[src/hdl/dma_cfg.svh]
// DMA slot manager configuration
// Controller count, slot count and field widths

`ifndef DMA_CFG_SVH
`define DMA_CFG_SVH

// Number of controllers sharing the engine
`define DMA_NB_CTRLS 2

`define DMA_NB_SLOTS 4  // Transfer slots

// Field widths
`define DMA_SID_W ($clog2(`DMA_NB_SLOTS))
`define DMA_CID_W ($clog2(`DMA_NB_CTRLS))
`define DMA_LEN_W 8     // Beat length

`endif
[src/hdl/dma_pkg.sv]
// DMA slot manager types
// Transfer engine state and field vector types

`default_nettype none

`include "dma_cfg.svh"

package dma_pkg;

   // Slot, controller and length fields
   typedef logic [`DMA_SID_W-1:0] sid_t;
   typedef logic [`DMA_CID_W-1:0] cid_t;
   typedef logic [`DMA_LEN_W-1:0] len_t;

   // Transfer engine states
   typedef enum logic [1:0]
   {
      XFER_IDLE = 2'd0,  // Waiting for a command
      XFER_RUN  = 2'd1,  // Counting beats
      XFER_DONE = 2'd2   // Termination cycle
   } xfer_state_e;

endpackage

`default_nettype wire

[src/hdl/xfer_counter.sv]
// Beat counter
// Loadable down-counter flagging the last beat

`timescale 1ns/1ps
`default_nettype none

module xfer_counter import dma_pkg::*;
(
   input  wire logic clk_i,
   input  wire logic rst_ni,
   input  wire logic load_i,
   input  len_t      len_i,
   output logic      last_o
);

   len_t cnt_q;  // Beats left

   always_ff @(posedge clk_i or negedge rst_ni)
   begin
      if (!rst_ni)
      begin
         cnt_q <= '0;
      end
      else if (load_i)
      begin
         cnt_q <= len_i;
      end
      else if (cnt_q != '0)
      begin
         cnt_q <= cnt_q - len_t'(1);  // One beat per cycle
      end
   end

   // Zero count with no fresh load pending
   assign last_o = (cnt_q == '0) && !load_i;

endmodule

`default_nettype wire

[config.mk]
export PLATFORM = sky130hd
export DESIGN_NAME = xfer_counter
export DESIGN_NICKNAME = d
export VERILOG_FILES = /design/src/hdl/dma_pkg.sv /design/src/hdl/xfer_counter.sv
export VERILOG_INCLUDE_DIRS = /design/src /design/src/hdl
export SDC_FILE = /design/constraint.sdc
export NUM_CORES = 1
export LEC_CHECK = 0
export ABC_AREA = 0
export ABC_CLOCK_PERIOD_IN_PS = 5100
export BUFFER_PORTS_ARGS = -buffer_cell sky130_fd_sc_hd__buf_4
export CAP_MARGIN = 20
export CORE_AREA = 2 2 39 41
export DETAILED_ROUTE_END_ITERATION = 8
export DIE_AREA = 0 0 41 43
export GPL_TIMING_DRIVEN = 0
export HOLD_SLACK_MARGIN = 0.1
export SETUP_SLACK_MARGIN = 0.02
export SLEW_MARGIN = 30
export SYNTH_ARGS = -nofsm -noshare
export SYNTH_HDL_FRONTEND = slang
export SYNTH_SLANG_ARGS = --single-unit
[constraint.sdc]
create_clock -name clk_i -period 5.1 [get_ports clk_i]
set_clock_uncertainty 0.15 [all_clocks]
set_input_delay 1.02 -clock clk_i [delete_from_list [all_inputs] [get_ports clk_i]]
set_output_delay 1.02 -clock clk_i [all_outputs]
set_load 0.01 [all_outputs]
Yosys cells after proc, flatten, opt, wreduce, memory -nomap -nowiden
Cells that the tools add are included.
{"block": "classes", "add_sub_neg": 1, "mul": 0, "div": 0, "n_lt_le_gt_ge": 0, "eq_ne": 0, "n_shift": 0, "muxes": 2, "bitwise": 0, "reduce_logical": 5}
{"cell": "$mux 8", "count": 2}
{"cell": "$logic_not 8->1", "count": 1}
{"cell": "$reduce_bool 8->1", "count": 1}
{"cell": "$sub 8x1->8 const B", "count": 1}
{"cell": "$reduce_bool 2->1", "count": 1}
{"cell": "$logic_and 1x1->1", "count": 1}
{"cell": "$logic_not 1->1", "count": 1}
{"block": "totals", "register_bits": 8, "latch_bits": 0, "ram_bits": 0, "rom_bits": 0, "output_inout_bits": 1, "word_cells": 9, "n_memories": 0}

Depth between registers and ports, before layout
{"block": "logic_depth", "depth_word": 3, "ltp_mapped": 6}

Least setup slack after synthesis
Ideal clock, no wire load.
{"block": "synth_path", "path_type": "flip-flop to output port", "start": "reg cnt_q[0]", "end": "out last_o", "t_arrival_ns": 1.369, "t_required_ns": 3.930, "path_slack_ns": 2.561, "stages_incl_launch_ff": 5, "n_path_buf": 0, "cell_sequence": "dfrtp_1 inv_1 ha_1 or4b_4 nor3_4"}
{"block": "synth_via", "elab_chain_len": 2}
{"element": "from (decl)", "line": "xfer_counter.sv:16", "rtl": "len_t cnt_q;"}
{"element": "from (signal assigned)", "line": "xfer_counter.sv:26", "rtl": "cnt_q <= len_i;"}
{"element": "from (signal assigned)", "line": "xfer_counter.sv:30", "rtl": "cnt_q <= cnt_q - len_t'(1);"}
{"element": "$logic_not 8->1", "line": "xfer_counter.sv:35", "rtl": "assign last_o = (cnt_q == '0) && !load_i;"}
{"element": "$logic_and 1x1->1", "line": "xfer_counter.sv:35"}
{"element": "to (decl)", "line": "xfer_counter.sv:13", "rtl": "output logic last_o"}
No other way between the ends.

Worst setup path after layout
Same ends and word-level chain as after synthesis.

==> impl_results.md <==
- Total Nets Final: 80
- Post-Syn Area: 485 um2
- Post-place instance area: 588 um2
- Synthesis warning total: 0
- Fmax: 322 MHz
- Initial antenna violation count: 0
- CP Capture Type: output pin
- Status: finished, final reports clean
- Final Instance Count excl. Fillers: 81
- Vias in the first global route: 373
- Post-DP HPWL: 690 um
- Synth Register Bits: 8
- Drt pass-1 iters: 4
- Worst skew pair latency: 0.25 ns
- Placed Cells: 78
- CP cell instances: inv_1 > ha_1 > or4b_4 > nor3_4 > buf_4
- Inserted Diodes: 0
- Max Cap Viol: 0
- Die Y: 43 um
- Clock slew at reported path FFs: 0.05 ns
- R2R cell count: 6
- Reg2reg end: cnt_q[7]
- Share of cells above drive strength 1: 0.246
- Reg area: 200 um2
- Crit path max fanout: 10
- Worst Path Arrival: 1.94 ns
- WL/cell: 11.5 um
- Final Cycle Share: 0.609
- Area grow syn2layout: 25.8%
- Area of the multi-input gates: 259 um2
- Worst R2R Start: cnt_q[0]
- Bufs and invs on worst path: 2
- Yosys cell types: 17
- Hold Vio Cnt, Final: 0
- Worst-margin pin slew: 0.537 ns
- Full die area: 1760 um2
- Htree depth: 1
- Slew Limit Fails: 0
- Worst path required time: 3.93 ns
- Post-synthesis sequential area ratio: 0.412
- Syn_area_per_cell: 9.52 um2
- RD Place Congestion: 0.729
- RSZ-0062 raised after global routing: false
- # fillers: 138
- Crit path max-delay family: simple AND/OR/NAND/NOR gates
- Core box area: 1380 um2
- Hold path depth: 2
- Largest net degree at the start of global routing: 11
- Post_cts resized: 0
- Worst hold path type: reg2reg
- Critical path startpoint: cnt_q[0]
- Hold EP: cnt_q[1]
- Net count after synthesis: 64
- Design area: 611 um2
- Final setup fails: 0
- CP peak stage delay: 0.48 ns
- IO Pins: 12
- Fin Setup TNS: 0 ns
- # Post-CTS Setup Buffers: 0
- Drt total wl: 933 um
- Number of routed nets with antenna violations: 0
- Largest Register: cnt_q
- Worst hold slack: 0.411 ns
- Die width: 41 um
- Congestion Overflow GR: 0
- Number of CTS-inserted buffers: 3
- HP Start: cnt_q[1]
- Setup crit start kind: flip-flop
- Clock Tree Buf Depth: 2
- CTS Hold Bufs: 0
- CTS tree: built
- # rows: 14
- Port bufs: 11
- Global-route wire length before repair: 1.59 mm
- P_leak: 0.000299 uW
- Initial Utilization: 0.351
- Post-layout min period: 3.11 ns
- Cells after Synth: 51
- Biggest regs: cnt_q: 8 flops
- Flip-flop count of the largest register after layout: 8
- Iter 0 DRT Violations: 2
- CTS root buffer: clkbuf_4
- Clk sink count: 8
- Power Dens Cells: 287 nW/um2
- All-Layer GR Usage: 0.134
- Slew Limit Headroom: 0.642
- Via count: 374
- Setup Crit Path Kind: reg2out
- R2R setup slack: 3.14 ns
- Worst IR Drop VDD: 132 uV
- Vias per cell: 4.62
- Drt drc: 0
- Slowest CP cell: or4b_4
[cell usage in the layout, fill, tap and decap left out, types with 2 or more instances in the layout]
master     n
o21a_1     2
nor3_1     2
mux2i_1    4
a211oi_1   2
inv_1      6
buf_4     11
or3_1      2
xnor2_1    3
a21oi_1    6
ha_1       2
nor2_1     7
dfrtp_1    8
xor2_1     2
clkbuf_4   3
[where the power goes]
group | leakage, uW | switching, uW | internal [uW] | total (uW)
Sequential | 0.0000932 | 9.61 | 73.3 | 82.9
Combinational | 0.000192 | 20.1 | 23.0 | 43.1
Clock | 0.0000138 | 22.4 | 27.0 | 49.4
Total | 0.000299 | 52.1 | 123 | 175
[synth_stat cells]
library cell / instances / area [um2]
a211oi_1: 2 / 15.0
a21oi_1: 6 / 30.0
clkbuf_1: 1 / 3.75
dfrtp_1: 8 / 200
ha_1: 2 / 25.0
inv_1: 6 / 22.5
mux2i_1: 4 / 40.0
nand2_1: 1 / 3.75
nor2_1: 7 / 26.3
nor3_1: 2 / 10.0
nor3_4: 1 / 16.3
nor3b_1: 1 / 7.51
o21a_1: 2 / 15.0
or3_1: 2 / 12.5
or4b_4: 1 / 13.8
xnor2_1: 3 / 26.3
xor2_1: 2 / 17.5
[worst max-delay path by stage]
stage,end,slack [ns],cells after the start
6_report,last_o,1.99,5
5_1_grt,last_o,1.84,5
4_1_cts,last_o,1.96,5
3_5_place_dp,last_o,2.16,3
3_3_place_gp,last_o,2.15,3
2_1_floorplan,last_o,2.56,4
[per-layer routing]
layer	vias to the layer above	GRT usage	share of wire	routed length, um
met3	0	0.0157	0.020	19
met2	5	0.200	0.51	478
met5	-	0	0	0
met4	0	0.0800	0	0
li1	202	-	-	-
met1	167	0.175	0.47	434
[metrics by stage]
step	setup slack (ns)	utilization	total power (uW)
after floorplan	2.56	-	113
after global placement	2.15	0.425	127
after detailed placement	2.16	0.425	128
after CTS	1.96	0.441	178
after global routing	1.84	0.441	188
final	1.99	0.441	175
[cell families (layout without fill, tap and decap cells)]
| family | count (synthesis) | in the layout | synth area share |
|---|---|---|---|
| multiplexers | 4 | 4 | 0.0825 |
| adder cells (fa/ha/maj) | 2 | 2 | 0.0515 |
| flip-flops | 8 | 8 | 0.412 |
| buffers and inverters | 7 | 21 | 0.0541 |
| AO/OA/AOI/OAI | 10 | 10 | 0.124 |
| AND/OR/NAND/NOR | 15 | 15 | 0.186 |
| XOR/XNOR | 5 | 5 | 0.0902 |
[final cells by class]
type	instances	share of cell area
multi-input combinational	36	0.424
sequential	8	0.328
timing repair buffer	11	0.135
clock buffer	3	0.0369
inverter	6	0.0369
tap	16	0.0328
buffer	1	0.00615
[tightest hold or removal path, stage by stage, from the launching register on]
cell	delay [ns]
dfrtp_1	0.34
inv_1	0.07
a21oi_1	0.11
Power figures use the tool's default switching activity.
