$ cat config.mk
export PLATFORM = sky130hd
export DESIGN_NAME = xfer_fsm
export DESIGN_NICKNAME = d
export VERILOG_FILES = /design/src/hdl/dma_pkg.sv /design/src/hdl/xfer_fsm.sv
export VERILOG_INCLUDE_DIRS = /design/src /design/src/hdl
export SDC_FILE = /design/constraint.sdc
export NUM_CORES = 1
export LEC_CHECK = 0
export ABC_AREA = 1
export ABC_CLOCK_PERIOD_IN_PS = 1300
export BUFFER_PORTS_ARGS = -buffer_cell sky130_fd_sc_hd__buf_2
export CAP_MARGIN = 25
export CORE_AREA = 3 3 40 42
export CTS_BUF_LIST = sky130_fd_sc_hd__clkbuf_8
export CTS_CLUSTER_SIZE = 40
export DETAILED_ROUTE_END_ITERATION = 16
export DIE_AREA = 0 0 43 45
export PLACE_DENSITY = 0.51
export SLEW_MARGIN = 20
export SYNTH_ARGS = -nofsm -noshare
export SYNTH_HDL_FRONTEND = slang
export SYNTH_SLANG_ARGS = --single-unit
$ cat constraint.sdc
create_clock -name clk_i -period 1.3 [get_ports clk_i]
set_input_delay 0.26 -clock clk_i [delete_from_list [all_inputs] [get_ports clk_i]]
set_output_delay 0.26 -clock clk_i [all_outputs]
set_load 0.02 [all_outputs]
$ cat src/hdl/dma_cfg.svh
// DMA slot manager configuration
// Controller count, slot count and field widths

`ifndef DMA_CFG_SVH
`define DMA_CFG_SVH

// Number of controllers sharing the engine
`define DMA_NB_CTRLS 2

`define DMA_NB_SLOTS 4  // Transfer slots

// Field widths
`define DMA_SID_W ($clog2(`DMA_NB_SLOTS))
`define DMA_CID_W ($clog2(`DMA_NB_CTRLS))
`define DMA_LEN_W 8     // Beat length

`endif
$ cat src/hdl/dma_pkg.sv
// DMA slot manager types
// Transfer engine state and field vector types

`default_nettype none

`include "dma_cfg.svh"

package dma_pkg;

   // Slot, controller and length fields
   typedef logic [`DMA_SID_W-1:0] sid_t;
   typedef logic [`DMA_CID_W-1:0] cid_t;
   typedef logic [`DMA_LEN_W-1:0] len_t;

   // Transfer engine states
   typedef enum logic [1:0]
   {
      XFER_IDLE = 2'd0,  // Waiting for a command
      XFER_RUN  = 2'd1,  // Counting beats
      XFER_DONE = 2'd2   // Termination cycle
   } xfer_state_e;

endpackage

`default_nettype wire

$ cat src/hdl/xfer_fsm.sv
// Transfer engine FSM
// Accepts one command at a time and signals its termination

`timescale 1ns/1ps
`default_nettype none

`include "dma_cfg.svh"

module xfer_fsm import dma_pkg::*;
(
   input  wire logic                     clk_i,
   input  wire logic                     rst_ni,
   // Command port
   input  wire logic                     cmd_valid_i,
   output logic                          cmd_ready_o,
   input  sid_t                          cmd_sid_i,
   input  len_t                          cmd_len_i,
   output logic                          cmd_acc_o,
   // Beat counter
   output logic                          cnt_load_o,
   output len_t                          cnt_len_o,
   input  wire logic                     cnt_last_i,
   // One-hot termination by SID
   output logic      [`DMA_NB_SLOTS-1:0] term_sig_o
);

   xfer_state_e state_q;
   xfer_state_e state_d;
   sid_t        sid_q;  // SID of the running transfer

   assign cmd_ready_o = (state_q == XFER_IDLE);
   assign cmd_acc_o   = cmd_valid_i & cmd_ready_o;

   // Counter loads on the accept edge
   assign cnt_load_o = cmd_acc_o;
   assign cnt_len_o  = cmd_len_i;

   always_comb
   begin
      state_d = state_q;
      case (state_q)
         XFER_IDLE:
         begin
            if (cmd_acc_o)
               state_d = XFER_RUN;
         end
         XFER_RUN:
         begin
            if (cnt_last_i)
               state_d = XFER_DONE;
         end
         XFER_DONE: state_d = XFER_IDLE;  // Single cycle
         default:   state_d = XFER_IDLE;
      endcase
   end

   always_ff @(posedge clk_i or negedge rst_ni)
   begin
      if (!rst_ni)
         state_q <= XFER_IDLE;
      else
         state_q <= state_d;
   end

   always_ff @(posedge clk_i)
   begin
      if (cmd_acc_o)
         sid_q <= cmd_sid_i;
   end

   // Termination pulse during XFER_DONE
   always_comb
   begin
      term_sig_o = '0;
      term_sig_o[sid_q] = (state_q == XFER_DONE);
   end

endmodule

`default_nettype wire

# Word level (Yosys, flattened, before mapping)
# Cells that the tools add are included.
# classes
mux	5
n_bitwise	2
n_reduce_logical	3
shift	0
n_lt_le_gt_ge	2
n_eq_ne	4
div	0
multipliers	0
add_sub_neg	0
# ops
op	n
4-bit bitwise AND	1
2-bit two-way mux	2
2-bit one-hot mux with 2 select lines	1
2-bit by 3-bit < comparator with 1-bit output (second input constant)	1
1-bit demux with 2-bit select	1
2-bit by 1-bit equality test with 1-bit output (second input constant)	1
2-bit equality test (second input constant)	1
2-bit by 1-bit >= comparator with 1-bit output (second input constant)	1
2-bit zero test	1
2-bit by 1-bit != test with 1-bit output (second input constant)	1
2-bit != test (second input constant)	1
2-bit AND reduction	1
1-bit bitwise AND	1
1-bit logical AND	1
1-bit two-way mux	1
# totals
ramBits	0
in_bits	14
reg_bits	4
mem_count	0
mem_bits_ro	0
word_cells	18
latch_bits	0

# Longest topological paths before layout
# depth
ltp_word	5
mapped_depth	4
depth_no_buf	3

# Worst setup path after synthesis
# Ideal clock, no wire load.
# synth_timing
path_type	register to output
from	register state_q[0]
to	output cnt_load_o
path_slack_ns	-0.101
stages_incl_launch_ff	5
t_arrival_ns	1.141
n_path_buf	1
required_time_ns	1.040
cell_sequence	dfrtp_1 > nor2_2 > nand2_2 > inv_1 > buf_4
# synth_between
elab_chain_cells	2
# synth_rtl
item	line	rtl
start: declaration	xfer_fsm.sv:27	xfer_state_e state_q;
start signal: assignment	xfer_fsm.sv:62	state_q <= state_d;
2-bit zero test	xfer_fsm.sv:31	assign cmd_ready_o = (state_q == XFER_IDLE);
net cmd_ready_o	xfer_fsm.sv:15	output logic cmd_ready_o,
1-bit bitwise AND	xfer_fsm.sv:32	assign cmd_acc_o = cmd_valid_i & cmd_ready_o;
end: declaration	xfer_fsm.sv:20	output logic cnt_load_o,
# The timed path passes the listed nets, and every way through them passes these cells.

# Final worst setup path
# layout_timing
from	register state_q[1]
to	output cnt_load_o
# layout_between
elab_chain_cells	2
# layout_rtl
item	line
2-bit zero test	xfer_fsm.sv:31
1-bit bitwise AND	xfer_fsm.sv:32
# No other way between the ends.

==> summary.txt <==
Outcome
  – Outcome: complete, no violations

Floorplan
  – Die height: 45 µm
  – IO Count: 29
  – # rows: 13
  – Initial Util: 0.206
  – Die area: 1940 µm²
  – Core area: 1280 µm²
  – Die X-Extent: 43 µm

Routing
  – Via density: 3.58
  – Antenna Nets Post-Route: 0
  – Drt drc: 0
  – DRT iter0 DRCs: 0
  – Final WL: 499 µm
  – 1st-pass router iterations: 1
  – DR vias: 222
  – Drt wl/cell: 8.05 µm

Worst setup path
  – CP endpoint kind: output pin
  – R2R depth: 4
  – WP data required: 1.04 ns
  – Reg2reg start: state_q[1]$_DFFE_PN0P_
  – Worst Setup Start Kind: register
  – Crit-path max FO: 4
  – FF-to-FF End: sid_q[0]$_DFFE_PP_
  – Worst reg-to-reg setup slack: 0.21 ns
  – Critical path class: register to output pin
  – WP data arrival: 1.04 ns

Global routing
  – Met3 GRT Util: 0.0239
  – Grt peak-use layer: met4
  – Gr ovfl total: 0
  – GRT Overall Usage: 0.0452
  – Largest net degree at the start of global routing: 5
  – First-pass GRT wire length: 586 µm
  – Vias in the first global route: 162
  – Antenna violations before repair: 0
  – Met2 usage: 0.0599
  – Met1 Usage GRT: 0.0391

Clock tree
  – Clk buf depth: 2
  – Clock transition at the registers of the reported paths: 0.03 ns
  – CTS HTree Levels: 1
  – CTS Sinks: 4
  – TritonCTS clock tree: built
  – Root Driver: clkbuf_8
  – Cts bufs inserted: 3
  – Skew-Pair Late Insertion Delay: 0.22 ns

Timing
  – Setup_tns: 0 ns
  – Slew headroom: 0.887
  – Max Slew Vio Count: 0
  – Finish-stage setup viols: 0
  – Final WS setup: 0.00345 ns
  – Peak Freq: 771 MHz
  – RSZ-0062 raised after global routing: yes
  – Clk_skew: 0.00557 ns
  – Tcrit/Tclk final: 0.997
  – Tmin final: 1.30 ns
  – Worst-Margin Slew: 0.170 ns
  – Hold Violations, Final: 0

Synthesis
  – Largest family of logic cells by synthesized area: buffers and inverters
  – Netlist cell types: 9
  – Sequential cell area fraction in the yosys report: 0.415
  – Synth Flop Type: edfxtp_1
  – Synth top area share: 0.255
  – Share of synthesized area spent on multiplexers: 0
  – Async SR Flop Fraction: 0.500
  – Mapped Nets: 48
  – Synth cell count leaders: buf_4, inv_1, nand2_1
  – Mapped Cells: 34
  – Post-synthesis register bit count: 4
  – Synth Area in XOR/XNOR: 0
  – Post-synth EDFFs: 2
  – Adder-cell share of the synthesized area: 0
  – Post-synth top area cell: buf_4
  – Syn_area_per_cell: 7.80 µm²
  – Top cells by area, synth: buf_4, edfxtp_1, dfrtp_1
  – Simple-gate share of the synthesized area: 0.245
  – Most frequent cell after synthesis: buf_4
  – Post-synthesis compound-gate area fraction: 0
  – Synth warn: 0
  – Synth Cell Area: 265 µm²

Placed design
  – Port Buffers: 12
  – Inst Count DP: 52
  – Hpwl dp: 354 µm
  – Routability cong.: 0.639
  – Pre-CTS setup slack: 0.187 ns

Flow run
  – Max-Cap Viols: 0

Pwr
  – Peak VDD IR: 0.719 mV
  – Static leakage: 0.217 nW
  – Overall power: 0.685 mW
  – Power Density: 1680 nW/µm²

Finish
  – Filler instances: 136
  – Area of all sequential standard cells: 110 µm²
  – Non-Filler Instances: 62
  – Fin util: 0.317
  – Ant. Diodes: 0
  – Layout Nets: 62
  – Layout cells sized above 1: 0.596
  – Area of the multi-input gates: 77.6 µm²
  – Area Overhead vs Synth: 53.8%

Min path
  – HP Class: input port to register
  – Hold path start: cmd_sid_i[0]
  – Hold Path End: sid_q[0]$_DFFE_PP_
  – Hold path depth: 1
cell type report:
cell class | count | share of cell area
inverter | 6 | 0.0552
sequential | 4 | 0.270
multi-input combinational | 15 | 0.190
clock inverter | 1 | 0.00920
clock buffer | 3 | 0.101
tap | 15 | 0.0460
timing repair buffer | 18 | 0.328
cells by family after synthesis:
group                  after synthesis
DFF                                  4
and+or+nand+nor                     15
buffers and inverters               15
critical path, stage by stage (launching register included):
cell and delay, ns:
dfrtp_1 0.41, nor2_4 0.13, nand2_2 0.07, inv_2 0.09, buf_6 0.12
stage by stage:
| step | area [µm²] | hold slack, ns |
|---|---|---|
| final | 408 | 0.216 |
| after detailed placement | 282 | 0.0469 |
| after global routing | 408 | 0.215 |
| after floorplan | 270 | -0.0356 |
| after global placement | 282 | 0.0484 |
| after CTS | 359 | 0.211 |
what timing repair did:
| action | in CTS | in global routing |
|---|---|---|
| gates cloned | 0 | 0 |
| hold buffers | 1 | 0 |
| setup endpoints to repair | 6 | 6 |
| setup buffers | 1 | 4 |
| hold endpoints to repair | 2 | 0 |
| pin swaps | 2 | 4 |
| resized for setup | 6 | 7 |
registers in the layout, indices dropped and copies added, names as in the netlist:
signal	cells
state_q	2
sid_q	2
layer usage:
layer,routed length (µm),vias up,share of wire
li1,-,116,-
met1,182,95,0.36
met2,241,11,0.48
met3,74,0,0.15
met4,0,0,0
met5,0,-,0
where the power goes:
group          internal [mW]  switching [mW]
logic                  0.116           0.118
registers              0.161          0.0255
clock network          0.201          0.0637
cells in the final DEF (no fill, tap or decap):
cell type	netlist	routed
buf_2	0	6
buf_4	9	8
buf_6	0	3
clkbuf_8	0	3
dfrtp_1	2	2
dlygate4sd3_1	0	1
edfxtp_1	2	2
inv_1	6	5
inv_2	0	2
nand2_1	6	5
nand2_2	2	3
nand3_1	1	1
nor2_1	5	3
nor2_2	1	2
nor2_4	0	1
worst max-delay path by stage:
stage | cells after the start | endpoint | slack (ns) | from
2_1_floorplan | 4 | cnt_load_o | 0.07 | state_q[0]$_DFFE_PN0P_
3_3_place_gp | 4 | term_sig_o[2] | 0.20 | state_q[0]$_DFFE_PN0P_
3_5_place_dp | 4 | term_sig_o[2] | 0.19 | state_q[0]$_DFFE_PN0P_
4_1_cts | 4 | cnt_load_o | -0.002 | state_q[0]$_DFFE_PN0P_
5_1_grt | 4 | cnt_load_o | -0.06 | state_q[1]$_DFFE_PN0P_
6_report | 4 | cnt_load_o | 0.003 | state_q[1]$_DFFE_PN0P_
(Power assumes the default switching activity.)
