[config.mk]
export PLATFORM = sky130hd
export DESIGN_NAME = trans_allocator
export DESIGN_NICKNAME = d
export VERILOG_FILES = /design/src/hdl/dma_pkg.sv /design/src/hdl/trans_allocator.sv
export VERILOG_INCLUDE_DIRS = /design/src /design/src/hdl
export SDC_FILE = /design/constraint.sdc
export NUM_CORES = 1
export LEC_CHECK = 0
export ABC_AREA = 1
export BUFFER_PORTS_ARGS = -buffer_cell sky130_fd_sc_hd__buf_2
export CAP_MARGIN = 25
export CORE_UTILIZATION = 41
export DETAILED_ROUTE_END_ITERATION = 7
export GPL_TIMING_DRIVEN = 0
export PLACE_DENSITY_LB_ADDON = 0.25
export SLEW_MARGIN = 25
export SYNTH_ARGS = -nofsm -noshare
export SYNTH_HDL_FRONTEND = slang
export SYNTH_SLANG_ARGS = --single-unit
[constraint.sdc]
create_clock -name clk_i -period 2.49 [get_ports clk_i]
set_clock_uncertainty 0.1 [all_clocks]
set_input_delay 0.498 -clock clk_i [delete_from_list [all_inputs] [get_ports clk_i]]
set_output_delay 0.498 -clock clk_i [all_outputs]
set_load 0.01 [all_outputs]
[src/hdl/dma_cfg.svh]
// DMA slot manager configuration
// Controller count, slot count and field widths

`ifndef DMA_CFG_SVH
`define DMA_CFG_SVH

// Number of controllers sharing the engine
`define DMA_NB_CTRLS 2

`define DMA_NB_SLOTS 4  // Transfer slots

// Field widths
`define DMA_SID_W ($clog2(`DMA_NB_SLOTS))
`define DMA_CID_W ($clog2(`DMA_NB_CTRLS))
`define DMA_LEN_W 8     // Beat length

`endif
[src/hdl/dma_pkg.sv]
// DMA slot manager types
// Transfer engine state and field vector types

`default_nettype none

`include "dma_cfg.svh"

package dma_pkg;

   // Slot, controller and length fields
   typedef logic [`DMA_SID_W-1:0] sid_t;
   typedef logic [`DMA_CID_W-1:0] cid_t;
   typedef logic [`DMA_LEN_W-1:0] len_t;

   // Transfer engine states
   typedef enum logic [1:0]
   {
      XFER_IDLE = 2'd0,  // Waiting for a command
      XFER_RUN  = 2'd1,  // Counting beats
      XFER_DONE = 2'd2   // Termination cycle
   } xfer_state_e;

endpackage

`default_nettype wire

[src/hdl/trans_allocator.sv]
// Transfer slot allocator
// Busy table, SID grant, termination buffering and event/interrupt routing

`timescale 1ns/1ps
`default_nettype none

`include "dma_cfg.svh"

module trans_allocator import dma_pkg::*;
(
   input  wire logic                                         clk_i,
   input  wire logic                                         rst_ni,
   // Arbiter side
   input  wire logic                                         arb_req_i,
   input  cid_t                                              arb_cid_i,
   output logic                                              arb_gnt_o,
   output sid_t                                              trans_sid_o,
   // Clear and status
   input  wire logic [`DMA_NB_CTRLS-1:0][`DMA_NB_SLOTS-1:0] trans_clr_i,
   output logic      [`DMA_NB_SLOTS-1:0]                     trans_status_o,
   // Accepted command
   input  wire logic                                         cmd_acc_i,
   input  sid_t                                              cmd_sid_i,
   input  cid_t                                              cmd_cid_i,
   input  wire logic                                         cmd_ele_i,
   input  wire logic                                         cmd_ile_i,
   input  wire logic                                         cmd_ble_i,
   // Termination
   input  wire logic [`DMA_NB_SLOTS-1:0]                     term_sig_i,
   output logic      [`DMA_NB_CTRLS-1:0]                     term_evt_o,
   output logic      [`DMA_NB_CTRLS-1:0]                     term_int_o
);

   logic [`DMA_NB_SLOTS-1:0] busy_q;
   logic [`DMA_NB_SLOTS-1:0] set_vec;
   logic [`DMA_NB_SLOTS-1:0] clr_vec;
   sid_t                     free_sid;
   logic                     alloc;

   // Per-slot termination info
   cid_t                     cid_mem [`DMA_NB_SLOTS];
   logic [`DMA_NB_SLOTS-1:0] ele_mem;
   logic [`DMA_NB_SLOTS-1:0] ile_mem;
   logic [`DMA_NB_SLOTS-1:0] ble_mem;

   // Buffered terminations
   logic [`DMA_NB_SLOTS-1:0] pend_q;
   cid_t                     cid_buf [`DMA_NB_SLOTS];
   logic [`DMA_NB_SLOTS-1:0] ele_buf;
   logic [`DMA_NB_SLOTS-1:0] ile_buf;
   logic [`DMA_NB_SLOTS-1:0] ble_buf;
   logic [`DMA_NB_SLOTS-1:0] ser;
   sid_t                     ser_sid;
   logic                     ser_vld;

   // **************************************************
   // Slot grant and busy table
   // **************************************************

   // Lowest free slot wins
   always_comb
   begin
      free_sid = '0;
      for (int k = `DMA_NB_SLOTS - 1; k >= 0; k--)
      begin
         if (!busy_q[k])
            free_sid = sid_t'(k);
      end
   end

   assign arb_gnt_o   = ~&busy_q;                    // Any slot left
   assign trans_sid_o = free_sid;
   assign alloc       = arb_req_i & arb_gnt_o;

   // Clears from all controllers merge into one vector
   always_comb
   begin
      clr_vec = '0;
      for (int c = 0; c < `DMA_NB_CTRLS; c++)
         clr_vec = clr_vec | trans_clr_i[c];
   end

   always_comb
   begin
      set_vec = '0;
      set_vec[free_sid] = alloc;
   end

   always_ff @(posedge clk_i or negedge rst_ni)
   begin
      if (!rst_ni)
         busy_q <= '0;
      else
         busy_q <= (busy_q | set_vec) & ~clr_vec;  // Clear beats set
   end

   assign trans_status_o = busy_q;

   // **************************************************
   // Termination info per slot
   // **************************************************

   // Fields recorded when the command is accepted
   always_ff @(posedge clk_i)
   begin
      if (cmd_acc_i)
      begin
         cid_mem[cmd_sid_i] <= cmd_cid_i;
         ele_mem[cmd_sid_i] <= cmd_ele_i;
         ile_mem[cmd_sid_i] <= cmd_ile_i;
         ble_mem[cmd_sid_i] <= cmd_ble_i;
      end
   end

   // **************************************************
   // Termination buffer and delivery
   // **************************************************

   always_ff @(posedge clk_i or negedge rst_ni)
   begin
      if (!rst_ni)
         pend_q <= '0;
      else
         pend_q <= term_sig_i | (pend_q & ~ser);  // Held until delivered
   end

   always_ff @(posedge clk_i)
   begin
      for (int k = 0; k < `DMA_NB_SLOTS; k++)
      begin
         if (term_sig_i[k])
         begin
            cid_buf[k] <= cid_mem[k];
            ele_buf[k] <= ele_mem[k];
            ile_buf[k] <= ile_mem[k];
            ble_buf[k] <= ble_mem[k];
         end
      end
   end

   // One delivery per cycle, lowest pending slot first
   always_comb
   begin
      ser     = '0;
      ser_sid = '0;
      ser_vld = 1'b0;
      for (int k = `DMA_NB_SLOTS - 1; k >= 0; k--)
      begin
         if (pend_q[k])
         begin
            ser_sid = sid_t'(k);
            ser_vld = 1'b1;
         end
      end
      ser[ser_sid] = ser_vld;
   end

   // Broadcast reaches every controller, otherwise only the stored CID
   always_comb
   begin
      term_evt_o = '0;
      term_int_o = '0;
      for (int c = 0; c < `DMA_NB_CTRLS; c++)
      begin
         if (ser_vld && (ble_buf[ser_sid] || (cid_buf[ser_sid] == cid_t'(c))))
         begin
            term_evt_o[c] = ele_buf[ser_sid];
            term_int_o[c] = ile_buf[ser_sid];
         end
      end
   end

endmodule

`default_nettype wire

Word level (Yosys, flattened, before mapping)
Memories as Yosys holds them, arrays and structs flattened. Index checks and enable logic that the tools add are counted.

Input port bits: 23. Memories kept: 2. RAM bits: 8. Bits in registers: 32.

Mux-type cells: 41. Reduce and logical (&&, ||, !) cells: 9. Bitwise gates (word level): 11. $lt $le $gt $ge: 6.

Memory list: cid_buf (depth 4, width 1, read ports 1, clocked after Yosys merged registers in 0, write ports 4, line trans_allocator.sv:48) `` cid_t cid_buf [`DMA_NB_SLOTS]; ``; cid_mem (depth 4, width 1, read ports 4, clocked after Yosys merged registers in 0, write ports 1, line trans_allocator.sv:41) `` cid_t cid_mem [`DMA_NB_SLOTS]; ``.

Operators by type and width (number): $mux W1 (24); $and A4 B4 Y4 (4); $mux W2 (8); $bwmux W4 (3); $or A4 B4 Y4 (3); $lt A2 B3 Y1 const B (3); $not A4 Y4 (2); $bmux W1 S2 (3); $demux W1 S2 (3); $ge A2 B1 Y1 const B (3); $logic_and A1 B1 Y1 (5); $reduce_and A4 Y1 (1); $logic_or A1 B1 Y1 (2); $and A1 B1 Y1 (1); $logic_not A1 Y1 (1); $not A1 Y1 (1).

Longest topological paths before layout
Gate-level depths: netlist of the first run.

Depth after elaboration: 12. Mapped depth: 11. Depth with buffers taken out: 11.

Worst setup path after synthesis of the first run
Ideal clock, no wire load.

Path kind: reg2out. Start point: register pend_q[1]. End point: output port term_evt_o[0]. Cell stages (with the launch flop): 10. Data arrival time: 1148 ps. Path buffers: 0. Path slack: 744 ps. Cell sequence: dfrtp_1 > nor2_4 > nand2_1 > o21ai_1 > inv_1 > nand2_2 > inv_2 > nand2_2 > nand2_2 > nor2_1.

Word-level cells in the longest chain between the ends: 7. Elaborated cells between the ends (all ways): 13. Classes of those cells: mux (9); bitwise (1); reduce/logical (2); memory (1).

RTL lines: start: declaration (line trans_allocator.sv:47) `` logic [`DMA_NB_SLOTS-1:0] pend_q; ``; start signal: assignment (line trans_allocator.sv:124) `pend_q <= term_sig_i | (pend_q & ~ser);`; $mux W2 (2 in series) (line trans_allocator.sv:149) `if (pend_q[k])`; $mem_v2 Z4 W1 or $bmux W1 S2 (tied branches); $not A1 Y1 or $mux W1 (tied branches) (line trans_allocator.sv:165) `if (ser_vld && (ble_buf[ser_sid] || (cid_buf[ser_sid] == cid_t'(c))))`; $logic_or A1 B1 Y1 (line trans_allocator.sv:165); $logic_and A1 B1 Y1 (line trans_allocator.sv:165); $mux W1 (*) (line trans_allocator.sv:165); end: declaration (line trans_allocator.sv:30) `` output logic [`DMA_NB_CTRLS-1:0] term_evt_o, ``.

Mark *: on every way between the ends. The rest lies on a longest branch, timed or not. The select of a mux whose other input is x is not followed.

Worst setup path after layout of the first run
Same ends and word-level chain as after synthesis.

==> metrics, run 1 <==
status finished, final reports clean; clk sinks 40; crit end category output pin; Non-Filler Instances 219; YS warnings 0; post-synth design cell area 1630 µm²; DPL Wire Length 1990 µm; CTS tree yes; cts bufs inserted 5; setup TNS 0 ps; Setup crit start kind register; syn nets 153; multi-input logic area 348 µm²; initial core utilization 0.435; Pwr Total 0.00139 W; worst reg2reg setup slack 1290 ps; worst hold stages 2; Worst Tran Pin Value 610 ps; number of vias per cell 4.55; pwr/cell area 708 nW/µm²; routability congestion estimate 0.794; final net count 193; Die Wd 65.0 µm; global-route wire length before repair 4280 µm; Skew-Pair Late Insertion Delay 280 ps; Post-CTS Setup Repair Bufs 0; Hold EP trans_status_o[2]; fin crit share 0.883; number of I/O port buffers 32; Hold Path Class primary input to register; 1st-iter DRT viols 12; sequential share of the synthesized area 0.713; GRT Resource Usage Total 0.142; utilization after layout 0.526; Placed Instances 210; Tmin final 2200 ps; vias in the first global route 1019; Fillers 349; Site Rows 22; Final Max Tran Viols 0; #FFs+latches synth 40; sequential cell area 1160 µm²; area grow syn2layout 21.0%; Die ar. 4230 µm²; # diodes 0; Max Fclk 455 MHz; r2r startpoint pend_q[1]; EDFF count, synth 32; layout cells sized above 1 0.363; reg2reg path depth 4; Fin. Hold Viols 0; largest net degree at the start of global routing 14; DRC Markers 0; reg2reg end pend_q[3]; final WL 2510 µm; Gate Count Post-Synth 130; Leak 0.892 nW; Clock transition at path regs 70 ps; Boundary Pins 34; DR WL/cell 11.4 µm; clock buffer depth 2; H-tree depth 2; worst path arrival time 1600 ps; Detail Route Antenna Nets 0; Congestion Overflow GR 0; mean post-synth cell area 12.5 µm²; Finish-stage setup viols 0; Pre-antenna DRT Iters 2; commonest non-fill, non-tap cells in the layout edfxtp_1, buf_2, inv_1, nand2_1, nor2_1; WP data required 1890 ps; RSZ-0062 raised after global routing false; Post-synth ARST share 0.200; # Max-Cap Violations 0; kind of critical path register to output pin; Synth cell types 22; Slew Limit Headroom 0.590; CP max FO 6; initial antenna violation count 0; ys flop type edfxtp_1; routed vias 997; CTS Root Cell clkbuf_8; hold_sp trans_clr_i[2]; peak supply drop 0.409 mV; Die H 65.0 µm; core area 3740 µm²
==> worst max-delay path, cell delays in order (launching register included) <==
cell and delay [ps]:
dfrtp_1 410, nor2_4 190, o21ai_2 140, nor2_2 160, nand2_1 80, nand3_2 80, inv_2 40, nor2_1 80
buf_2 130
==> cells in the mapped netlist, types with 2 or more instances <==
library cell	n	area [µm²]
dfrtp_1	8	200
nand3_2	4	40.0
a211oi_1	2	15.0
nand2_4	2	22.5
inv_1	21	78.8
nor2_1	9	33.8
o21bai_1	3	22.5
nand3_1	5	25.0
nor3_1	5	25.0
edfxtp_1	32	961
o21ai_1	2	10.0
nand2_2	7	43.8
nand4_1	2	12.5
nand2_1	16	60.1
inv_2	5	18.8
==> worst max-delay path by stage <==
stage	start	end	slack, ps	depth (start not counted)
global route	pend_q[1]	term_evt_o[0]	50	8
detailed placement	pend_q[2]	term_int_o[0]	600	12
finish	pend_q[1]	term_evt_o[0]	290	8
global placement	pend_q[1]	term_evt_o[0]	630	10
CTS	pend_q[1]	term_evt_o[1]	270	8
floorplan	pend_q[1]	term_evt_o[0]	740	9
==> registers in the layout (all words and copies together) (netlist names) <==
name and count:
ble_buf 4, ble_mem 4, cid_buf 4, cid_mem 4, ele_buf 4, ele_mem 4, ile_buf 4, ile_mem 4
pend_q 4, trans_status_o 4
==> cell type report <==
type / count / share of cell area
plain buffers: 1 / 0.00191
flip-flops and latches: 40 / 0.590
clock inverters: 3 / 0.0216
repair buffers: 33 / 0.0864
clock buffers: 5 / 0.0349
multi-input cells: 62 / 0.177
inverters: 27 / 0.0584
well taps: 48 / 0.0305
==> power breakdown <==
group | total (W) | internal [W] | switching (W)
Combinational | 0.000118 | 0.0000477 | 0.0000706
Sequential | 0.000768 | 0.000756 | 0.0000118
Clock | 0.000509 | 0.000296 | 0.000212
Total | 0.00139 | 0.00110 | 0.000295
==> stage by stage <==
step	cell area [µm²]	setup slack, ps	hold WS [ps]
5_1_grt	1970	52.2	254
2_1_floorplan	1630	744	102
6_report	1970	291	258
3_3_place_gp	1850	629	253
4_1_cts	1970	274	247
3_5_place_dp	1850	599	261
==> what timing repair did <==
action | 4_1_cts | 5_1_grt
hold buffers | 1 | 0
endpoints found under the setup margin | 0 | 0
gates resized for setup | 0 | 0
endpoints found under the hold margin | 8 | 0
==> kinds of logic after synthesis <==
kind of cell	count (synthesis)	synth area share
AND/OR/NAND/NOR	52	0.172
flip-flops	40	0.713
buffers and inverters	28	0.0730
AO/OA/AOI/OAI	10	0.0415
==> layer usage <==
layer  part of all wire  vias up  wire, µm  track usage
li1                   -      505         -            -
met1               0.41      452      1030        0.145
met2               0.49       31      1220        0.246
met3              0.056        9       141       0.0335
met4              0.045        0       113        0.117
met5                  0        -         0            0
(Power assumes the default switching activity.)
==> inputs of run 2 (changes only) <==
--- a/config.mk
+++ b/config.mk
@@ -6,10 +6,9 @@
 export SDC_FILE = /design/constraint.sdc
 export NUM_CORES = 1
 export LEC_CHECK = 0
-export ABC_AREA = 1
 export BUFFER_PORTS_ARGS = -buffer_cell sky130_fd_sc_hd__buf_2
 export CAP_MARGIN = 25
-export CORE_UTILIZATION = 41
+export CORE_UTILIZATION = 50
 export DETAILED_ROUTE_END_ITERATION = 7
 export GPL_TIMING_DRIVEN = 0
 export PLACE_DENSITY_LB_ADDON = 0.25
==> metrics, run 2 <==
status finished, violations left; failing checks design-rule violations, negative setup slack; ys flop type edfxtp_1; CP max stage delay 550 ps; Setup WS post-layout -112 ps; crit path buf inv count 1; commonest non-fill, non-tap cells in the layout buf_2, edfxtp_1, dfrtp_1, nor2_1, a21oi_1; Worst Tran Pin Value 582 ps; core area 2810 µm²; H-tree depth 2; Max Fclk 384 MHz; worst reg2reg setup slack 1350 ps; layout cells sized above 1 0.370; Post-synth ARST share 0.200; routed vias 916; Post-Place Setup Slack 209 ps; worst path arrival time 2000 ps; M3 GR Usage 0.0680; Post-CTS Setup Repair Bufs 0; Tmin final 2600 ps; Die Wd 57.0 µm; library cell with the largest summed area after synthesis edfxtp_1; Fin. Hold Viols 0; Hold Path Class primary input to register; GRT Resource Usage Total 0.165; synth top area cells edfxtp_1, dfrtp_1, a21oi_1; kind of critical path register to output pin; Pre-antenna DRT Iters 6; number of vias per cell 5.42; r2r startpoint pend_q[2]; hold_sp trans_clr_i[0]; WP data required 1890 ps; final net count 160; Post-synth top cells edfxtp_1, dfrtp_1, a21oi_1; Setup crit start kind register; worst hold stages 2; utilization after layout 0.649; # diodes 0; YS warnings 0; initial antenna violation count 0; CTS Root Cell clkbuf_4; most common cell in the netlist edfxtp_1; #FFs+latches synth 40; Die ar. 3250 µm²; area grow syn2layout 20.4%; vias in the first global route 850; DR WL/cell 14.5 µm; reg2reg end pend_q[3]; reg2reg path depth 3; cell family with most CP delay simple AND/OR/NAND/NOR gates; mean post-synth cell area 15.6 µm²; # Max-Cap Violations 0; Pwr Total 0.00127 W; CP max FO 2; EDFF count, synth 32; fin crit share 1.04; Final Max Tran Viols 0; Slew Limit Headroom 0.611; met2 GRT Util 0.274; cts bufs inserted 5; clk sinks 40; post-synth design cell area 1510 µm²; initial core utilization 0.539; Detail Route Antenna Nets 0; Die H 57.0 µm; Skew-Pair Late Insertion Delay 330 ps; Boundary Pins 34; Hold EP trans_status_o[0]; crit end category output pin; Congestion Overflow GR 0; Site Rows 19; post-synth top area share 0.635; largest net degree at the start of global routing 13; Clock transition at path regs 110 ps; pwr/cell area 695 nW/µm²; 1st-iter DRT viols 29; routability congestion estimate 0.728; sequential share of the synthesized area 0.768; peak supply drop 0.531 mV; clock buffer depth 2; final WL 2450 µm; Synth cell types 32; Gate Count Post-Synth 97; layer with the highest usage met2; number of I/O port buffers 32; Leak 0.720 nW; DPL Wire Length 1800 µm; worst-path cell chain or4b_4, o221a_4, a211oi_2, nor2_1, buf_2; global-route wire length before repair 3820 µm; DRC Markers 4; met1 GRT Util 0.192; RSZ-0062 raised after global routing true; syn nets 120; Finish-stage setup viols 4; CTS tree yes; most common cell after layout, fill and taps aside buf_2; slowest stage cell, crit path or4b_4
## run 2: cell types whose count changed in the layout (fill, tap and decap cells not counted), moves of 3 or more
cell | before | now
a21oi_1 | 0 | 6
clkbuf_4 | 0 | 5
clkbuf_8 | 5 | 0
inv_1 | 21 | 2
inv_2 | 5 | 0
nand2_1 | 16 | 4
nand2_2 | 7 | 0
nand2b_1 | 0 | 5
nand3_1 | 5 | 0
nand3_2 | 4 | 0
nor2_1 | 9 | 6
## run 2: layer usage
metal  vias up  wire length (µm)
li1        455                 -
met2        28              1260
met1       429              1020
met3         4               136
met4         0                30
met5         -                 0
## run 2: stage by stage
step / TNS (ps) / hold slack, ps / instances / instance area [µm²]
CTS: -479 / 192 / 169 / 1810
global route: -770 / 177 / 169 / 1820
floorplan: 0 / 102 / 97 / 1510
global placement: 0 / 244 / 160 / 1710
finish: -395 / 203 / 169 / 1820
detailed placement: 0 / 246 / 160 / 1710
## run 2: power breakdown
part           switching [W]  total [W]  internal, W
Clock               0.000193   0.000403     0.000210
Sequential         0.0000121   0.000768     0.000756
Combinational      0.0000523  0.0000955    0.0000431
Total               0.000257    0.00127      0.00101
## run 2: area by class of cell
cell class,count,area [µm²]
flip-flops and latches,40,1160
fillers,222,983
multi-input cells,51,339
repair buffers,33,170
clock buffers,6,41.3
well taps,31,38.8
clock inverters,2,35.0
plain buffers,4,27.5
inverters,2,7.51
## run 2: cells by family after synthesis
kind of cell,share of synthesized area
buffers and inverters,0.0232
flip-flops,0.768
AO/OA/AOI/OAI,0.100
AND/OR/NAND/NOR,0.109
## run 2: how the worst max path moves through the flow
stage               from       endpoint  slack [ps]  depth (start not counted)
3_5_place_dp   pend_q[2]  term_int_o[1]         210                          6
2_1_floorplan  pend_q[2]  term_evt_o[1]         420                          5
3_3_place_gp   pend_q[2]  term_evt_o[1]         230                          6
6_report       pend_q[2]  term_int_o[0]        -110                          5
4_1_cts        pend_q[2]  term_int_o[0]        -130                          5
5_1_grt        pend_q[2]  term_evt_o[0]        -210                          5
## run 2: timing repair
item | in CTS | in global routing
setup endpoints to repair | 4 | 4
hold endpoints to repair | 8 | 0
gates resized for setup | 3 | 2
pin swaps | 3 | 1
hold buffers | 1 | 0
